[src/rtl/control_defines.svh]
`ifndef CONTROL_DEFINES_SVH
`define CONTROL_DEFINES_SVH

// instruction field widths
`define OPCODE_W    6
`define FUNC_W      6
`define REG_ADDR_W  5
`define SHAMT_W     5

// operand and control widths
`define DATA_W      32
`define ALU_CTRL_W  5

// lui places the immediate in the upper half word
`define LUI_SHIFT   16

`endif
[src/rtl/control_pkg.sv]
`include "control_defines.svh"

package control_pkg;

    typedef enum logic [1:0] {
        TYPE_R = 2'd0,
        TYPE_I = 2'd1,
        TYPE_J = 2'd2
    } instr_type_e;                                  // value 3 is not a legal type

    typedef enum logic [`FUNC_W-1:0] {
        FN_SLL  = 6'h00,
        FN_SRL  = 6'h02,
        FN_SRA  = 6'h03,
        FN_SLA  = 6'h04,
        FN_ADD  = 6'h20,
        FN_ADDU = 6'h21,
        FN_SUB  = 6'h22,
        FN_SUBU = 6'h23,
        FN_AND  = 6'h24,
        FN_OR   = 6'h25,
        FN_XOR  = 6'h26,
        FN_NOT  = 6'h27,
        FN_MUL  = 6'h28,
        FN_SLT  = 6'h2A,
        FN_SEQ  = 6'h2B
    } func_e;

    typedef enum logic [`OPCODE_W-1:0] {
        OP_BEQ   = 6'h04,
        OP_BNE   = 6'h05,
        OP_ADDI  = 6'h08,
        OP_ADDIU = 6'h09,
        OP_SLTI  = 6'h0A,
        OP_ANDI  = 6'h0C,
        OP_ORI   = 6'h0D,
        OP_XORI  = 6'h0E,
        OP_LUI   = 6'h0F,
        OP_BGE   = 6'h12,
        OP_BLT   = 6'h13,
        OP_BLE   = 6'h14,
        OP_BLEU  = 6'h15,
        OP_BGTU  = 6'h16,
        OP_BGT   = 6'h17,
        OP_MADD  = 6'h1C,
        OP_MADDU = 6'h1D,
        OP_LW    = 6'h23,
        OP_SW    = 6'h2B
    } opcode_e;

    typedef enum logic [`ALU_CTRL_W-1:0] {
        ALU_AND   = 5'd0,
        ALU_OR    = 5'd1,
        ALU_ADD   = 5'd2,
        ALU_NOT   = 5'd3,
        ALU_XOR   = 5'd4,
        ALU_MUL   = 5'd5,
        ALU_SUB   = 5'd6,
        ALU_SLT   = 5'd7,
        ALU_ADDU  = 5'd8,
        ALU_SUBU  = 5'd9,
        ALU_SLEU  = 5'd10,
        ALU_SEQ   = 5'd11,
        ALU_SRA   = 5'd12,
        ALU_SLL   = 5'd13,
        ALU_SRL   = 5'd14,
        ALU_SLA   = 5'd15,
        ALU_SNE   = 5'd16,
        ALU_SGTU  = 5'd17,
        ALU_SGE   = 5'd18,
        ALU_SLE   = 5'd19,
        ALU_SGT   = 5'd20,
        ALU_MADDU = 5'd21,
        ALU_JUMP  = 5'd22,
        ALU_NOP   = 5'd30
    } alu_op_e;

    typedef enum logic [1:0] {
        MUL_NONE = 2'd0,
        MUL_HILO = 2'd1,                             // product to hi/lo
        MUL_ACC  = 2'd2                              // product added into hi/lo
    } mul_mode_e;

endpackage

[src/rtl/control_unit.sv]
`timescale 1ns/1ns
`include "control_defines.svh"

module control_unit
    import control_pkg::*;
(
    input  logic                   clk,
    input  logic                   arst_n,
    input  logic                   instr_valid,
    input  instr_type_e            instr_type,
    input  logic [`OPCODE_W-1:0]   opcode,
    input  logic [`FUNC_W-1:0]     func,
    input  logic [`REG_ADDR_W-1:0] rs,
    input  logic [`REG_ADDR_W-1:0] rt,
    input  logic [`SHAMT_W-1:0]    shamt,
    input  logic [`DATA_W-1:0]     imm,
    output logic                   ctrl_valid,
    output alu_op_e                alu_ctrl,
    output logic [`REG_ADDR_W-1:0] read_address_1,
    output logic [`REG_ADDR_W-1:0] read_address_2,
    output logic [`DATA_W-1:0]     immediate_value,
    output logic                   branch_yes,
    output logic                   write_enable,
    output logic                   mem_read,
    output logic                   mem_write,
    output logic                   mem_to_reg,
    output logic                   second_select,
    output mul_mode_e              mul
);

    // r-type decode
    alu_op_e                r_alu_ctrl;
    logic [`REG_ADDR_W-1:0] r_read_address_1;
    logic [`REG_ADDR_W-1:0] r_read_address_2;
    logic [`DATA_W-1:0]     r_immediate_value;
    logic                   r_branch_yes, r_write_enable, r_mem_read, r_mem_write;
    logic                   r_mem_to_reg, r_second_select;
    mul_mode_e              r_mul;

    // i-type decode
    alu_op_e                i_alu_ctrl;
    logic [`REG_ADDR_W-1:0] i_read_address_1;
    logic [`REG_ADDR_W-1:0] i_read_address_2;
    logic [`DATA_W-1:0]     i_immediate_value;
    logic                   i_branch_yes, i_write_enable, i_mem_read, i_mem_write;
    logic                   i_mem_to_reg, i_second_select;
    mul_mode_e              i_mul;

    // both decoders see every instruction, the select stage picks by type
    rtype_decoder rtype_decoder_i (
        .*
    );

    itype_decoder itype_decoder_i (
        .*
    );

    control_select control_select_i (
        .*
    );

endmodule

[src/rtl/control_select.sv]
`timescale 1ns/1ns
`include "control_defines.svh"

module control_select
    import control_pkg::*;
(
    input  logic                   clk,
    input  logic                   arst_n,
    input  logic                   instr_valid,
    input  instr_type_e            instr_type,
    input  logic [`REG_ADDR_W-1:0] rs,
    input  alu_op_e                r_alu_ctrl,
    input  logic [`REG_ADDR_W-1:0] r_read_address_1,
    input  logic [`REG_ADDR_W-1:0] r_read_address_2,
    input  logic [`DATA_W-1:0]     r_immediate_value,
    input  logic                   r_branch_yes,
    input  logic                   r_write_enable,
    input  logic                   r_mem_read,
    input  logic                   r_mem_write,
    input  logic                   r_mem_to_reg,
    input  logic                   r_second_select,
    input  mul_mode_e              r_mul,
    input  alu_op_e                i_alu_ctrl,
    input  logic [`REG_ADDR_W-1:0] i_read_address_1,
    input  logic [`REG_ADDR_W-1:0] i_read_address_2,
    input  logic [`DATA_W-1:0]     i_immediate_value,
    input  logic                   i_branch_yes,
    input  logic                   i_write_enable,
    input  logic                   i_mem_read,
    input  logic                   i_mem_write,
    input  logic                   i_mem_to_reg,
    input  logic                   i_second_select,
    input  mul_mode_e              i_mul,
    output logic                   ctrl_valid,
    output alu_op_e                alu_ctrl,
    output logic [`REG_ADDR_W-1:0] read_address_1,
    output logic [`REG_ADDR_W-1:0] read_address_2,
    output logic [`DATA_W-1:0]     immediate_value,
    output logic                   branch_yes,
    output logic                   write_enable,
    output logic                   mem_read,
    output logic                   mem_write,
    output logic                   mem_to_reg,
    output logic                   second_select,
    output mul_mode_e              mul
);

    alu_op_e                sel_alu_ctrl;
    logic [`REG_ADDR_W-1:0] sel_read_address_1;
    logic [`REG_ADDR_W-1:0] sel_read_address_2;
    logic [`DATA_W-1:0]     sel_immediate_value;
    logic [5:0]             sel_bits;                // {branch, we, mrd, mwr, m2r, ss}
    mul_mode_e              sel_mul;

    always_comb begin
        sel_alu_ctrl        = ALU_NOP;               // type 3 falls through to this
        sel_read_address_1  = '0;
        sel_read_address_2  = '0;
        sel_immediate_value = '0;
        sel_bits            = '0;
        sel_mul             = MUL_NONE;
        case (instr_type)
            TYPE_R: begin
                sel_alu_ctrl        = r_alu_ctrl;
                sel_read_address_1  = r_read_address_1;
                sel_read_address_2  = r_read_address_2;
                sel_immediate_value = r_immediate_value;
                sel_bits            = {r_branch_yes, r_write_enable, r_mem_read, r_mem_write,
                                       r_mem_to_reg, r_second_select};
                sel_mul             = r_mul;
            end
            TYPE_I: begin
                sel_alu_ctrl        = i_alu_ctrl;
                sel_read_address_1  = i_read_address_1;
                sel_read_address_2  = i_read_address_2;
                sel_immediate_value = i_immediate_value;
                sel_bits            = {i_branch_yes, i_write_enable, i_mem_read, i_mem_write,
                                       i_mem_to_reg, i_second_select};
                sel_mul             = i_mul;
            end
            TYPE_J: begin
                sel_alu_ctrl       = ALU_JUMP;       // jump target comes through rs
                sel_read_address_1 = rs;
            end
            default: begin
                sel_alu_ctrl = ALU_NOP;
            end
        endcase
    end

    always_ff @(posedge clk or negedge arst_n) begin
        if (!arst_n) begin
            ctrl_valid      <= 1'b0;
            alu_ctrl        <= ALU_NOP;
            read_address_1  <= '0;
            read_address_2  <= '0;
            immediate_value <= '0;
            branch_yes      <= 1'b0;
            write_enable    <= 1'b0;
            mem_read        <= 1'b0;
            mem_write       <= 1'b0;
            mem_to_reg      <= 1'b0;
            second_select   <= 1'b0;
            mul             <= MUL_NONE;
        end else begin
            ctrl_valid <= instr_valid;
            if (instr_valid) begin                   // outputs hold when idle
                alu_ctrl        <= sel_alu_ctrl;
                read_address_1  <= sel_read_address_1;
                read_address_2  <= sel_read_address_2;
                immediate_value <= sel_immediate_value;
                branch_yes      <= sel_bits[5];
                write_enable    <= sel_bits[4];
                mem_read        <= sel_bits[3];
                mem_write       <= sel_bits[2];
                mem_to_reg      <= sel_bits[1];
                second_select   <= sel_bits[0];
                mul             <= sel_mul;
            end
        end
    end

endmodule

[src/rtl/itype_decoder.sv]
`timescale 1ns/1ns
`include "control_defines.svh"

module itype_decoder
    import control_pkg::*;
(
    input  logic [`OPCODE_W-1:0]   opcode,
    input  logic [`REG_ADDR_W-1:0] rs,
    input  logic [`REG_ADDR_W-1:0] rt,
    input  logic [`DATA_W-1:0]     imm,
    output alu_op_e                i_alu_ctrl,
    output logic [`REG_ADDR_W-1:0] i_read_address_1,
    output logic [`REG_ADDR_W-1:0] i_read_address_2,
    output logic [`DATA_W-1:0]     i_immediate_value,
    output logic                   i_branch_yes,
    output logic                   i_write_enable,
    output logic                   i_mem_read,
    output logic                   i_mem_write,
    output logic                   i_mem_to_reg,
    output logic                   i_second_select,
    output mul_mode_e              i_mul
);

    always_comb begin
        i_alu_ctrl        = ALU_NOP;
        i_read_address_1  = '0;
        i_read_address_2  = '0;
        i_immediate_value = '0;
        i_branch_yes      = 1'b0;
        i_write_enable    = 1'b0;
        i_mem_read        = 1'b0;
        i_mem_write       = 1'b0;
        i_mem_to_reg      = 1'b0;
        i_second_select   = 1'b0;
        i_mul             = MUL_NONE;

        // operand routing and datapath bits
        case (opcode)
            OP_ADDI, OP_ADDIU, OP_ANDI, OP_ORI, OP_XORI, OP_SLTI: begin
                i_read_address_1  = rs;
                i_second_select   = 1'b1;
                i_write_enable    = 1'b1;
                i_immediate_value = imm;
            end
            OP_BEQ, OP_BNE, OP_BGE, OP_BLT, OP_BLE, OP_BLEU, OP_BGTU, OP_BGT: begin
                i_read_address_1 = rs;               // compare rs against rt
                i_read_address_2 = rt;
                i_branch_yes     = 1'b1;
            end
            OP_LW: begin
                i_read_address_1  = rs;
                i_read_address_2  = rt;
                i_second_select   = 1'b1;            // address = rs + imm
                i_write_enable    = 1'b1;
                i_mem_read        = 1'b1;
                i_mem_to_reg      = 1'b1;
                i_immediate_value = imm;
            end
            OP_SW: begin
                i_read_address_1  = rs;
                i_read_address_2  = rt;              // store data
                i_second_select   = 1'b1;
                i_mem_read        = 1'b1;            // sw raises the read strobe too
                i_mem_write       = 1'b1;
                i_immediate_value = imm;
            end
            OP_LUI: begin
                i_read_address_2  = rt;
                i_second_select   = 1'b1;
                i_write_enable    = 1'b1;
                i_mem_read        = 1'b1;            // lui raises the read strobe too
                i_immediate_value = imm << `LUI_SHIFT;
            end
            OP_MADD, OP_MADDU: begin
                i_read_address_1 = rs;
                i_read_address_2 = rt;
                i_write_enable   = 1'b1;
                i_mul            = MUL_ACC;
            end
            default: begin
                i_mul = MUL_NONE;
            end
        endcase

        case (opcode)
            OP_ADDI:  i_alu_ctrl = ALU_ADD;
            OP_ADDIU: i_alu_ctrl = ALU_ADDU;
            OP_ANDI:  i_alu_ctrl = ALU_AND;
            OP_ORI:   i_alu_ctrl = ALU_OR;
            OP_XORI:  i_alu_ctrl = ALU_XOR;
            OP_SLTI:  i_alu_ctrl = ALU_SLT;
            OP_BEQ:   i_alu_ctrl = ALU_SEQ;
            OP_BNE:   i_alu_ctrl = ALU_SNE;
            OP_BGE:   i_alu_ctrl = ALU_SGE;
            OP_BLT:   i_alu_ctrl = ALU_SLT;
            OP_BLE:   i_alu_ctrl = ALU_SLE;
            OP_BLEU:  i_alu_ctrl = ALU_SLEU;
            OP_BGTU:  i_alu_ctrl = ALU_SGTU;
            OP_BGT:   i_alu_ctrl = ALU_SGT;
            OP_LW:    i_alu_ctrl = ALU_ADD;
            OP_SW:    i_alu_ctrl = ALU_ADD;
            OP_LUI:   i_alu_ctrl = ALU_ADD;        // r0 + shifted immediate
            OP_MADD:  i_alu_ctrl = ALU_MUL;
            OP_MADDU: i_alu_ctrl = ALU_MADDU;
            default:  i_alu_ctrl = ALU_NOP;
        endcase
    end

endmodule

[src/rtl/rtype_decoder.sv]
`timescale 1ns/1ns
`include "control_defines.svh"

module rtype_decoder
    import control_pkg::*;
(
    input  logic [`FUNC_W-1:0]     func,
    input  logic [`REG_ADDR_W-1:0] rs,
    input  logic [`REG_ADDR_W-1:0] rt,
    input  logic [`SHAMT_W-1:0]    shamt,
    output alu_op_e                r_alu_ctrl,
    output logic [`REG_ADDR_W-1:0] r_read_address_1,
    output logic [`REG_ADDR_W-1:0] r_read_address_2,
    output logic [`DATA_W-1:0]     r_immediate_value,
    output logic                   r_branch_yes,
    output logic                   r_write_enable,
    output logic                   r_mem_read,
    output logic                   r_mem_write,
    output logic                   r_mem_to_reg,
    output logic                   r_second_select,
    output mul_mode_e              r_mul
);

    always_comb begin
        r_alu_ctrl        = ALU_NOP;                 // undefined func does nothing
        r_read_address_1  = '0;
        r_read_address_2  = '0;
        r_immediate_value = '0;
        r_branch_yes      = 1'b0;
        r_write_enable    = 1'b0;
        r_mem_read        = 1'b0;
        r_mem_write       = 1'b0;
        r_mem_to_reg      = 1'b0;
        r_second_select   = 1'b0;
        r_mul             = MUL_NONE;

        // operand routing
        case (func)
            FN_ADD, FN_ADDU, FN_SUB, FN_SUBU, FN_MUL,
            FN_AND, FN_OR, FN_XOR, FN_SLT, FN_SEQ: begin
                r_read_address_1 = rs;
                r_read_address_2 = rt;
                r_write_enable   = 1'b1;
            end
            FN_NOT: begin
                r_read_address_1 = rs;               // single source, port 2 reads r0
                r_write_enable   = 1'b1;
            end
            FN_SLL, FN_SRL, FN_SRA, FN_SLA: begin
                r_read_address_1  = rs;
                r_write_enable    = 1'b1;
                r_second_select   = 1'b1;            // shift amount via immediate path
                r_immediate_value = {{(`DATA_W-`SHAMT_W){1'b0}}, shamt};
            end
            default: begin
                r_write_enable = 1'b0;
            end
        endcase

        case (func)
            FN_ADD:  r_alu_ctrl = ALU_ADD;
            FN_ADDU: r_alu_ctrl = ALU_ADDU;
            FN_SUB:  r_alu_ctrl = ALU_SUB;
            FN_SUBU: r_alu_ctrl = ALU_SUBU;
            FN_MUL:  r_alu_ctrl = ALU_MUL;
            FN_AND:  r_alu_ctrl = ALU_AND;
            FN_OR:   r_alu_ctrl = ALU_OR;
            FN_XOR:  r_alu_ctrl = ALU_XOR;
            FN_NOT:  r_alu_ctrl = ALU_NOT;
            FN_SLL:  r_alu_ctrl = ALU_SLL;
            FN_SRL:  r_alu_ctrl = ALU_SRL;
            FN_SRA:  r_alu_ctrl = ALU_SRA;
            FN_SLA:  r_alu_ctrl = ALU_SLA;
            FN_SLT:  r_alu_ctrl = ALU_SLT;
            FN_SEQ:  r_alu_ctrl = ALU_SEQ;
            default: r_alu_ctrl = ALU_NOP;
        endcase

        if (func == FN_MUL) begin
            r_mul = MUL_HILO;                        // 64-bit product split into hi/lo
        end
    end

endmodule

[config.mk]
export PLATFORM = sky130hd
export DESIGN_NAME = control_unit
export DESIGN_NICKNAME = d
export VERILOG_FILES = /design/src/rtl/control_pkg.sv /design/src/rtl/control_unit.sv /design/src/rtl/control_select.sv /design/src/rtl/itype_decoder.sv /design/src/rtl/rtype_decoder.sv
export VERILOG_INCLUDE_DIRS = /design/src /design/src/rtl
export SDC_FILE = /design/constraint.sdc
export NUM_CORES = 1
export LEC_CHECK = 0
export BUFFER_PORTS_ARGS = -buffer_cell sky130_fd_sc_hd__buf_4
export CORE_ASPECT_RATIO = 0.75
export CORE_MARGIN = 8
export CORE_UTILIZATION = 25
export CTS_CLUSTER_DIAMETER = 50
export DETAILED_ROUTE_END_ITERATION = 12
export HOLD_SLACK_MARGIN = 0.08
export SLEW_MARGIN = 20
export SYNTH_ARGS = -nofsm -noshare
export SYNTH_HDL_FRONTEND = slang
export SYNTH_HIERARCHICAL = 1
export SYNTH_SLANG_ARGS = --single-unit
[constraint.sdc]
create_clock -name clk -period 0.9 [get_ports clk]
set_input_delay 0 -clock clk [delete_from_list [all_inputs] [get_ports clk]]
set_output_delay 0 -clock clk [all_outputs]
set_load 0.01 [all_outputs]
==> results.cfg, run 1 <==
[run_status]
outcome = finished, violations left
violations = negative setup slack

[sta]
finalClockSkew_ns = 0
rsz0062_at_grt = yes
period_needed_ns = 1.19
setup_ws_ns = -0.293
slew_viol_final = 0
period_share_pct = 133
setup_viol = 53
fmax_mhz = 838
hold_viol = 0

[synth]
syn_area_per_cell_um2 = 9.21
yosys.area_share.simple_pct = 13.6
synth_area_mm2 = 0.00434
ys_seq_area_share_pct = 32.4
synth_fa_ha_area_share_pct = 2.25
synthCells = 471
async_flop_share_pct = 100
synth.top_cells.by_count = inv_1, mux2i_1, dfrtp_1, o22ai_1, buf_4
synth_edf_count = 0
synth.most_common_cell = inv_1
synthTopCellsByArea = dfrtp_1, mux2i_1, o22ai_1, buf_4, inv_1
synth_top_family_by_area = compound AO/OA/AOI/OAI gates
synth_flop_cell = dfrtp_1
synthXorXnorAreaFrac_pct = 0
ys_seq_elements = 56
synth_top_area_share_pct = 30.0
yosys.area.top_type = dfrtp_1
synth_compound_area_share_pct = 21.0
yosys_warnings = 6
synthMuxAreaShare_pct = 13.0
synthDistinctLibCells = 64

[clocking]
cts.sinks = 56
htreeDepth = 2
cts-hold-fix-buffers = 6
cts_max_path_buffers = 2
cts_buffers = 5
root_buffer = clkbuf_16
clk_pin_slew_worst_paths_ns = 0.07
cts_tree = yes
insertion_delay_ns = 0.30

[worst_setup_path]
cp.required_ns = 1.07
worstSetupEndpointType = flip-flop
crit_arrival_ns = 1.37
path_class = input pin to flip-flop
cp_max_fo = 6
startpoint_type = input pin

[drt]
wl_per_cell_um = 17.9
vias = 3897
routed_wl_um = 15400
routed.top_layer = met4
initialDrtViolationCount = 285
dr.pass1.iters = 4
met1_length_um = 7760
met3_length_um = 959
drc = 0
viasPerCell = 4.53
met2_length_um = 6580
postRouteAntennaNets = 0

[global_route]
grt_max_degree = 34
grt_pass1_vias = 3945
antenna_found_initial = 0
gr-total-overflow = 0
grt_use_total_pct = 13.9
grt_pass1_wl_um = 23600

[final_layout]
largest_register_ffs = 32
drive_gt1_share_pct = 42.3
fillers = 1677
regMostFlops = control_select_i/immediate_value
final_area_mm2 = 0.00654
antennaDiodeCount = 0
syn_to_final_growth_pct = 50.8
nets = 716

[min_path]
hp-class = input pin to flip-flop

[pwr]
p_leak_nw = 3.05
powerDensity_mw_per_mm2 = 1170
ir_drop_uv = 779
p_total_mw = 7.65

[die]
rows = 41
core_mm2 = 0.0169
fp.dieW_um = 168
io_pins = 120
die_h_um = 130
start_util_pct = 25.6
dieArea_mm2 = 0.0219

[placement]
gp_congestion = 0.835
place_area_mm2 = 0.00579
port_buffers = 119
dp_hpwl_um = 11300

[run]
maxCapViolCount = 0
[placed cells by master, fill, tap and decap left out, types with 4 or more instances in the layout]
cell / synthesis / routed
buf_4: 39 / 162
nand2b_1: 13 / 7
a22o_1: 16 / 16
nand4b_1: 5 / 5
dlygate4sd3_1: 0 / 6
nor2_1: 5 / 4
buf_12: 3 / 14
dfstp_2: 4 / 4
and2_4: 0 / 5
nor2b_1: 7 / 7
o211ai_1: 4 / 4
buf_6: 7 / 15
and2_1: 26 / 21
buf_8: 0 / 4
o22ai_1: 47 / 47
o32ai_1: 5 / 4
o221ai_2: 4 / 5
conb_1: 2 / 33
nand2b_4: 0 / 4
a21o_1: 4 / 4
dfrtp_1: 52 / 52
nor3b_1: 5 / 4
inv_1: 65 / 61
clkbuf_16: 0 / 5
a21oi_1: 9 / 6
mux2i_1: 53 / 50
nand2_1: 16 / 13
[stage by stage]
stage | TNS, ns | instances | setup WS (ns) | utilization, % | hold slack (ns)
finish | -8.15 | 861 | -0.293 | 38.7 | 0.0522
global route | -11.47 | 861 | -0.374 | 38.7 | 0.0721
CTS | -7.97 | 861 | -0.300 | 38.5 | 0.0464
detailed placement | -25.34 | 833 | -0.666 | 34.2 | -0.0899
global placement | -24.45 | 833 | -0.640 | 34.2 | -0.0870
floorplan | -10.12 | 502 | -0.393 | - | -0.296
[path summary, 6_finish.rpt]
path / end / start / cells after the start / slack, ns
worst max-delay path: control_select_i/read_address_1[2] / func[0] / 8 / -0.29
worst min-delay path: control_select_i/alu_ctrl[3] / instr_type[1] / 3 / 0.05
worst max register to register: control_select_i/alu_ctrl[1] / control_select_i/alu_ctrl[1] / 2 / 0.08
worst min register to register: control_select_i/immediate_value[24] / control_select_i/immediate_value[24] / 2 / 0.53
max in group asynchronous: control_select_i/mul[0] / arst_n / 3 / 0.35
min in group asynchronous: control_select_i/immediate_value[29] / arst_n / 2 / 0.13
[kinds of logic after synthesis]
logic type	count (synthesis)
flops	56
buf+inv	132
compound gates	119
fa+ha+maj	8
mux	56
simple gates	98
other cells	2
[worst max-delay path, stage by stage]
cell and delay [ns]:
buf_8 0.08, clkinvlp_4 0.14, ha_4 0.23, nor3_4 0.23
o221a_4 0.29, o32ai_2 0.09, mux2i_1 0.18, o221ai_2 0.13
[power by group]
part	internal (mW)	switching [mW]	leakage, nW
registers	2.68	0.0933	0.743
clock network	1.60	0.953	0.0911
logic	1.20	1.12	2.21
total	5.48	2.17	3.05
[final cells by class]
cell class / instances / area, um2 / share of cell area, %
Clock buffer: 6 / 129 / 1.97
Clock inverter: 2 / 60.1 / 0.918
Inverter: 65 / 255 / 3.90
Multi-Input combinational cell: 315 / 2610 / 39.9
Sequential cell: 56 / 1410 / 21.5
Tap cell: 215 / 269 / 4.11
Timing Repair Buffer: 202 / 1810 / 27.7
[metal layers]
metal  up-vias  GRT usage, %
met5         -             0
met1      1848          20.4
li1       1943             -
met3         7          3.11
met2        99          20.5
met4         0          2.46
[what timing repair did]
action,4_1_cts,5_1_grt
pin swaps,39,27
endpoints found under the setup margin,54,56
buffers inserted,9,3
endpoints found under the hold margin,62,1
resized for setup,61,17
gates cloned,5,0
No activity file was read; power rests on OpenSTA's default activity.
==> inputs of run 2 (changes only) <==
--- a/config.mk
+++ b/config.mk
@@ -7,12 +7,14 @@
 export NUM_CORES = 1
 export LEC_CHECK = 0
 export BUFFER_PORTS_ARGS = -buffer_cell sky130_fd_sc_hd__buf_4
+export CAP_MARGIN = 20
 export CORE_ASPECT_RATIO = 0.75
 export CORE_MARGIN = 8
 export CORE_UTILIZATION = 25
 export CTS_CLUSTER_DIAMETER = 50
 export DETAILED_ROUTE_END_ITERATION = 12
 export HOLD_SLACK_MARGIN = 0.08
+export SETUP_SLACK_MARGIN = 0.2
 export SLEW_MARGIN = 20
 export SYNTH_ARGS = -nofsm -noshare
 export SYNTH_HDL_FRONTEND = slang
==> run 2 against run 1 <==
  * The run still ends with negative setup slack left
  * Sequential power hardly changed
  * Total power is 0.89% higher
  * Wire length is 4.8% lower
  * Critical path depth stayed put
==> results.cfg, run 2 (same netlist as run 1, synthesis figures left out) <==
[global_route]
grt_use_total_pct = 12.9
grt_pass1_vias = 4009
grt_pass1_wl_um = 22900
grt_max_degree = 57
antenna_found_initial = 0
gr-total-overflow = 0

[worst_setup_path]
crit_arrival_ns = 1.38
crit_slowest_cell = o221a_4
worstSetupEndpointType = flip-flop
cp.required_ns = 1.08
cp_max_fo = 6
path_class = input pin to flip-flop
cp_cell_sequence = buf_12, clkinvlp_4, ha_4, nor3_4, o221a_4, o32ai_1, mux2i_1, o221ai_2
startpoint_type = input pin
cp_slowest_stage_delay_ns = 0.29

[drt]
drc = 0
postRouteAntennaNets = 0
initialDrtViolationCount = 250
dr.pass1.iters = 4
routed_wl_um = 14700
vias = 4113
wl_per_cell_um = 16.6
viasPerCell = 4.63

[final_layout]
drive_gt1_share_pct = 46.7
nets = 743
final_cell_mix = buf_4, buf_6, inv_1
fillers = 1630
multi_input_area_mm2 = 0.00266
final_common_cell = buf_4
largest_register_ffs = 32
layoutNonFillerInstCount = 888
seq_area_mm2 = 0.00141
antennaDiodeCount = 0
regMostFlops = control_select_i/immediate_value
syn_to_final_growth_pct = 62.7
final_area_mm2 = 0.00706

[sta]
slew_viol_final = 0
period_share_pct = 133
period_needed_ns = 1.20
whs_ns = 0.0482
rsz0062_at_grt = yes
setup_viol = 53
hold_viol = 0
setup_ws_ns = -0.297
finalClockSkew_ns = 0
fmax_mhz = 835

[pwr]
powerDensity_mw_per_mm2 = 1090
p_leak_nw = 3.27
ir_drop_uv = 592

[run_status]
violations = negative setup slack
outcome = finished, violations left

[clocking]
root_buffer = clkbuf_16
cts_buffers = 5
htreeDepth = 2
cts_tree = yes
cts.sinks = 56
cts_max_path_buffers = 2
clk_pin_slew_worst_paths_ns = 0.08
cts-hold-fix-buffers = 7
insertion_delay_ns = 0.29

[placement]
placed_cells = 832
dp_hpwl_um = 10000
place_area_mm2 = 0.00580
port_buffers = 119
gp_congestion = 0.810

[run]
maxCapViolCount = 0

[die]
fp.dieW_um = 168
core_mm2 = 0.0169
io_pins = 120
die_h_um = 130
dieArea_mm2 = 0.0219
rows = 41
start_util_pct = 25.6

[min_path]
hp-class = input pin to flip-flop
==> run 2: cell count changes in the layout (fill, tap and decap cells not counted), sizes merged <==
| cell | previous run | this run |
|---|---|---|
| inv | 62 | 63 |
| clkinvlp | 3 | 2 |
| bufinv | 2 | 1 |
| dlymetal6s4s | 0 | 1 |
| buf | 196 | 221 |
| clkbuf | 6 | 7 |
| clkinv | 0 | 1 |
==> run 2: what timing repair did <==
action,in CTS,in global routing
setup endpoints to repair,109,112
gates cloned,4,1
pin swaps,49,27
setup buffers,18,18
endpoints found under the hold margin,64,1
resized for setup,126,24
==> run 2: metal layers <==
metal	track usage, %	vias up	wire length [um]
li1	-	1997	-
met1	18.4	2000	7330
met2	19.5	107	6440
met3	3.44	9	834
met4	2.36	0	86
met5	0	-	0
==> run 2: layout make-up <==
type | count | share of cell area [%]
sequential | 56 | 19.9
clock buffer | 6 | 1.97
clock inverter | 2 | 0.549
tap | 215 | 3.81
timing repair buffer | 229 | 32.5
inverter | 65 | 3.56
multi-input combinational | 315 | 37.7
==> run 2: metrics by stage <==
| step | setup WS, ns | power [mW] | utilization, % | setup TNS [ns] |
|---|---|---|---|---|
| after CTS | -0.264 | 7.73 | 40.2 | -6.93 |
| final | -0.297 | 7.72 | 41.7 | -8.67 |
| after detailed placement | -0.660 | 4.80 | 34.2 | -24.81 |
| after global placement | -0.639 | 4.80 | 34.2 | -23.92 |
| after global routing | -0.356 | 8.15 | 41.7 | -11.58 |
| after floorplan | -0.386 | 3.96 | - | -10.22 |
==> run 2: worst paths after layout <==
kind | start | to | slack [ns] | cells after the start
setup / recovery | func[1] | control_select_i/read_address_1[1] | -0.30 | 8
hold / removal | instr_type[1] | control_select_i/alu_ctrl[3] | 0.05 | 3
setup reg to reg | control_select_i/alu_ctrl[3] | control_select_i/alu_ctrl[3] | 0.11 | 2
hold reg to reg | control_select_i/alu_ctrl[3] | control_select_i/alu_ctrl[3] | 0.55 | 2
max in group asynchronous | arst_n | control_select_i/alu_ctrl[4] | 0.35 | 3
min in group asynchronous | arst_n | control_select_i/immediate_value[27] | 0.22 | 3
==> run 2: where the power goes <==
part	leakage (nW)	switching, mW	internal (mW)	total [mW]
sequential	0.743	0.123	2.68	2.80
clock	0.0871	1.00	1.40	2.40
combinational	2.44	1.12	1.39	2.51
==> run 2: worst max-delay path, delay by kind of cell <==
family / cells / cell delay (ns)
adder cells (fa/ha/maj): 1 / 0.23
multiplexers: 1 / 0.17
AND/OR/NAND/NOR: 1 / 0.27
buffers and inverters: 2 / 0.23
AO/OA/AOI/OAI: 3 / 0.49
==> inputs of run 3 (changes only) <==
==> constraint.sdc (replaced) <==
create_clock -name clk -period 1 [get_ports clk]
set_input_delay 0 -clock clk [delete_from_list [all_inputs] [get_ports clk]]
set_output_delay 0 -clock clk [all_outputs]
set_load 0.01 [all_outputs]
==> run 3 against run 2 <==
  * The run still ends with negative setup slack left
  * Critical path type unchanged
  * Largest power group unchanged
  * Sequential power fell by 9.6%
  * Sequential cell count did not move
  * Largest cell class unchanged
  * Global-route usage rose by 0.11 points
  * Clock skew did not move
==> results.cfg, run 3 (same netlist as run 1, synthesis figures left out) <==
[worst_setup_path]
cp.required_ns = 1.22
crit_slowest_cell = a2111oi_4
cp_top_family = compound AO/OA/AOI/OAI gates
startpoint = func[0]
path_buf_inv = 3
cp_cell_sequence = buf_8, clkinvlp_4, ha_4, o21bai_4, a2111oi_4, buf_4, and2_4, mux2i_1, o22ai_1
r2r_slack_ns = 0.18
worstSetupEndpointType = flip-flop
worst_r2r_path_depth = 2
cp_slowest_stage_delay_ns = 0.37
path_class = input pin to flip-flop
r2r_start = control_select_i/alu_ctrl[4]
startpoint_type = input pin
cp_max_fo = 6
crit_arrival_ns = 1.41
r2r-end = control_select_i/alu_ctrl[4]
cp-endpoint = control_select_i/immediate_value[0]
crit_cells = 9

[final_layout]
regMostFlops = control_select_i/immediate_value
syn_to_final_growth_pct = 62.0
nets = 743
antennaDiodeCount = 0
largest_register_ffs = 32
drive_gt1_share_pct = 44.7
final_common_cell = buf_4
final_cell_mix = buf_4, buf_6, inv_1

[die]
io_pins = 120
fp.dieW_um = 168
rows = 41
dieArea_mm2 = 0.0219
start_util_pct = 25.6
die_h_um = 130
core_mm2 = 0.0169

[global_route]
grt_use_total_pct = 13.1
grt_pass1_vias = 4034
gr-total-overflow = 0
grt_max_degree = 43
antenna_found_initial = 0
grt_pass1_wl_um = 22800

[run_status]
outcome = finished, violations left
violations = negative setup slack

[sta]
finalSetupTns_ns = -3.30
finalClockSkew_ns = 0
period_share_pct = 119
hold_viol = 0
slew_viol_final = 0
period_needed_ns = 1.19
fmax_mhz = 840
setup_ws_ns = -0.190
rsz0062_at_grt = yes
setup_viol = 39

[pwr]
ir_drop_uv = 573
p_leak_nw = 3.24
powerDensity_mw_per_mm2 = 985
p_total_mw = 6.92

[clocking]
htreeDepth = 2
clk_pin_slew_worst_paths_ns = 0.08
root_buffer = clkbuf_16
cts_tree = yes
cts.sinks = 56
cts_max_path_buffers = 2
insertion_delay_ns = 0.30
cts_buffers = 5

[drt]
dr.pass1.iters = 4
wl_per_cell_um = 16.9
vias = 4062
initialDrtViolationCount = 186
viasPerCell = 4.57
drc = 0
postRouteAntennaNets = 0
routed_wl_um = 15000

[placement]
dp_hpwl_um = 10100
port_buffers = 119
gp_congestion = 0.868

[run]
maxCapViolCount = 0

[min_path]
hp-class = input pin to async pin
[run 3: worst min path at each step]
stage / end / slack [ns] / depth (start not counted) / start
after floorplan: control_select_i/alu_ctrl[0] / -0.30 / 0 / arst_n
after global placement: control_select_i/immediate_value[26] / -0.13 / 1 / arst_n
after detailed placement: control_select_i/immediate_value[26] / -0.12 / 1 / arst_n
after CTS: control_select_i/immediate_value[26] / 0.07 / 2 / arst_n
after global routing: control_select_i/immediate_value[26] / 0.08 / 2 / arst_n
final: control_select_i/immediate_value[26] / 0.08 / 2 / arst_n
[run 3: layout make-up]
cell class	count	area, um2
Fill cell	1660	9900
Multi-Input combinational cell	315	2650
Timing Repair Buffer	229	2270
Sequential cell	56	1410
Tap cell	215	269
Inverter	65	255
Clock buffer	5	125
Clock inverter	3	46.3
[run 3: repair_timing]
item	in CTS	in global routing
hold buffers	15	2
hold endpoints to repair	71	4
buffers inserted	14	17
resized for setup	110	30
pin swaps	23	39
gates cloned	2	4
setup endpoints to repair	107	110
[run 3: per-layer routing]
metal / share of wire, % / track usage (%)
met5: 0 / 0
met4: 0.80 / 2.98
met3: 5.4 / 3.41
met2: 44 / 19.4
met1: 50 / 18.6
[run 3: worst reg2reg max path: stages (launching register included)]
cell and delay [ns]:
dfstp_2 0.54, buf_4 0.10, o22a_1 0.12
[run 3: stage by stage]
step | worst slack, ns | cells | utilization, % | hold WS, ns | instance area [um2]
floorplan | -0.293 | 502 | - | -0.296 | 4610
global route | -0.244 | 888 | 41.5 | 0.0828 | 7030
finish | -0.190 | 888 | 41.5 | 0.0792 | 7030
detailed placement | -0.563 | 827 | 33.8 | -0.124 | 5720
CTS | -0.144 | 866 | 39.4 | 0.0740 | 6670
global placement | -0.538 | 827 | 33.8 | -0.126 | 5720
[run 3: power by group]
group	switching [mW]	internal [mW]	total (mW)
sequential	0.116	2.41	2.53
clock	0.951	1.20	2.15
combinational	1.00	1.25	2.25
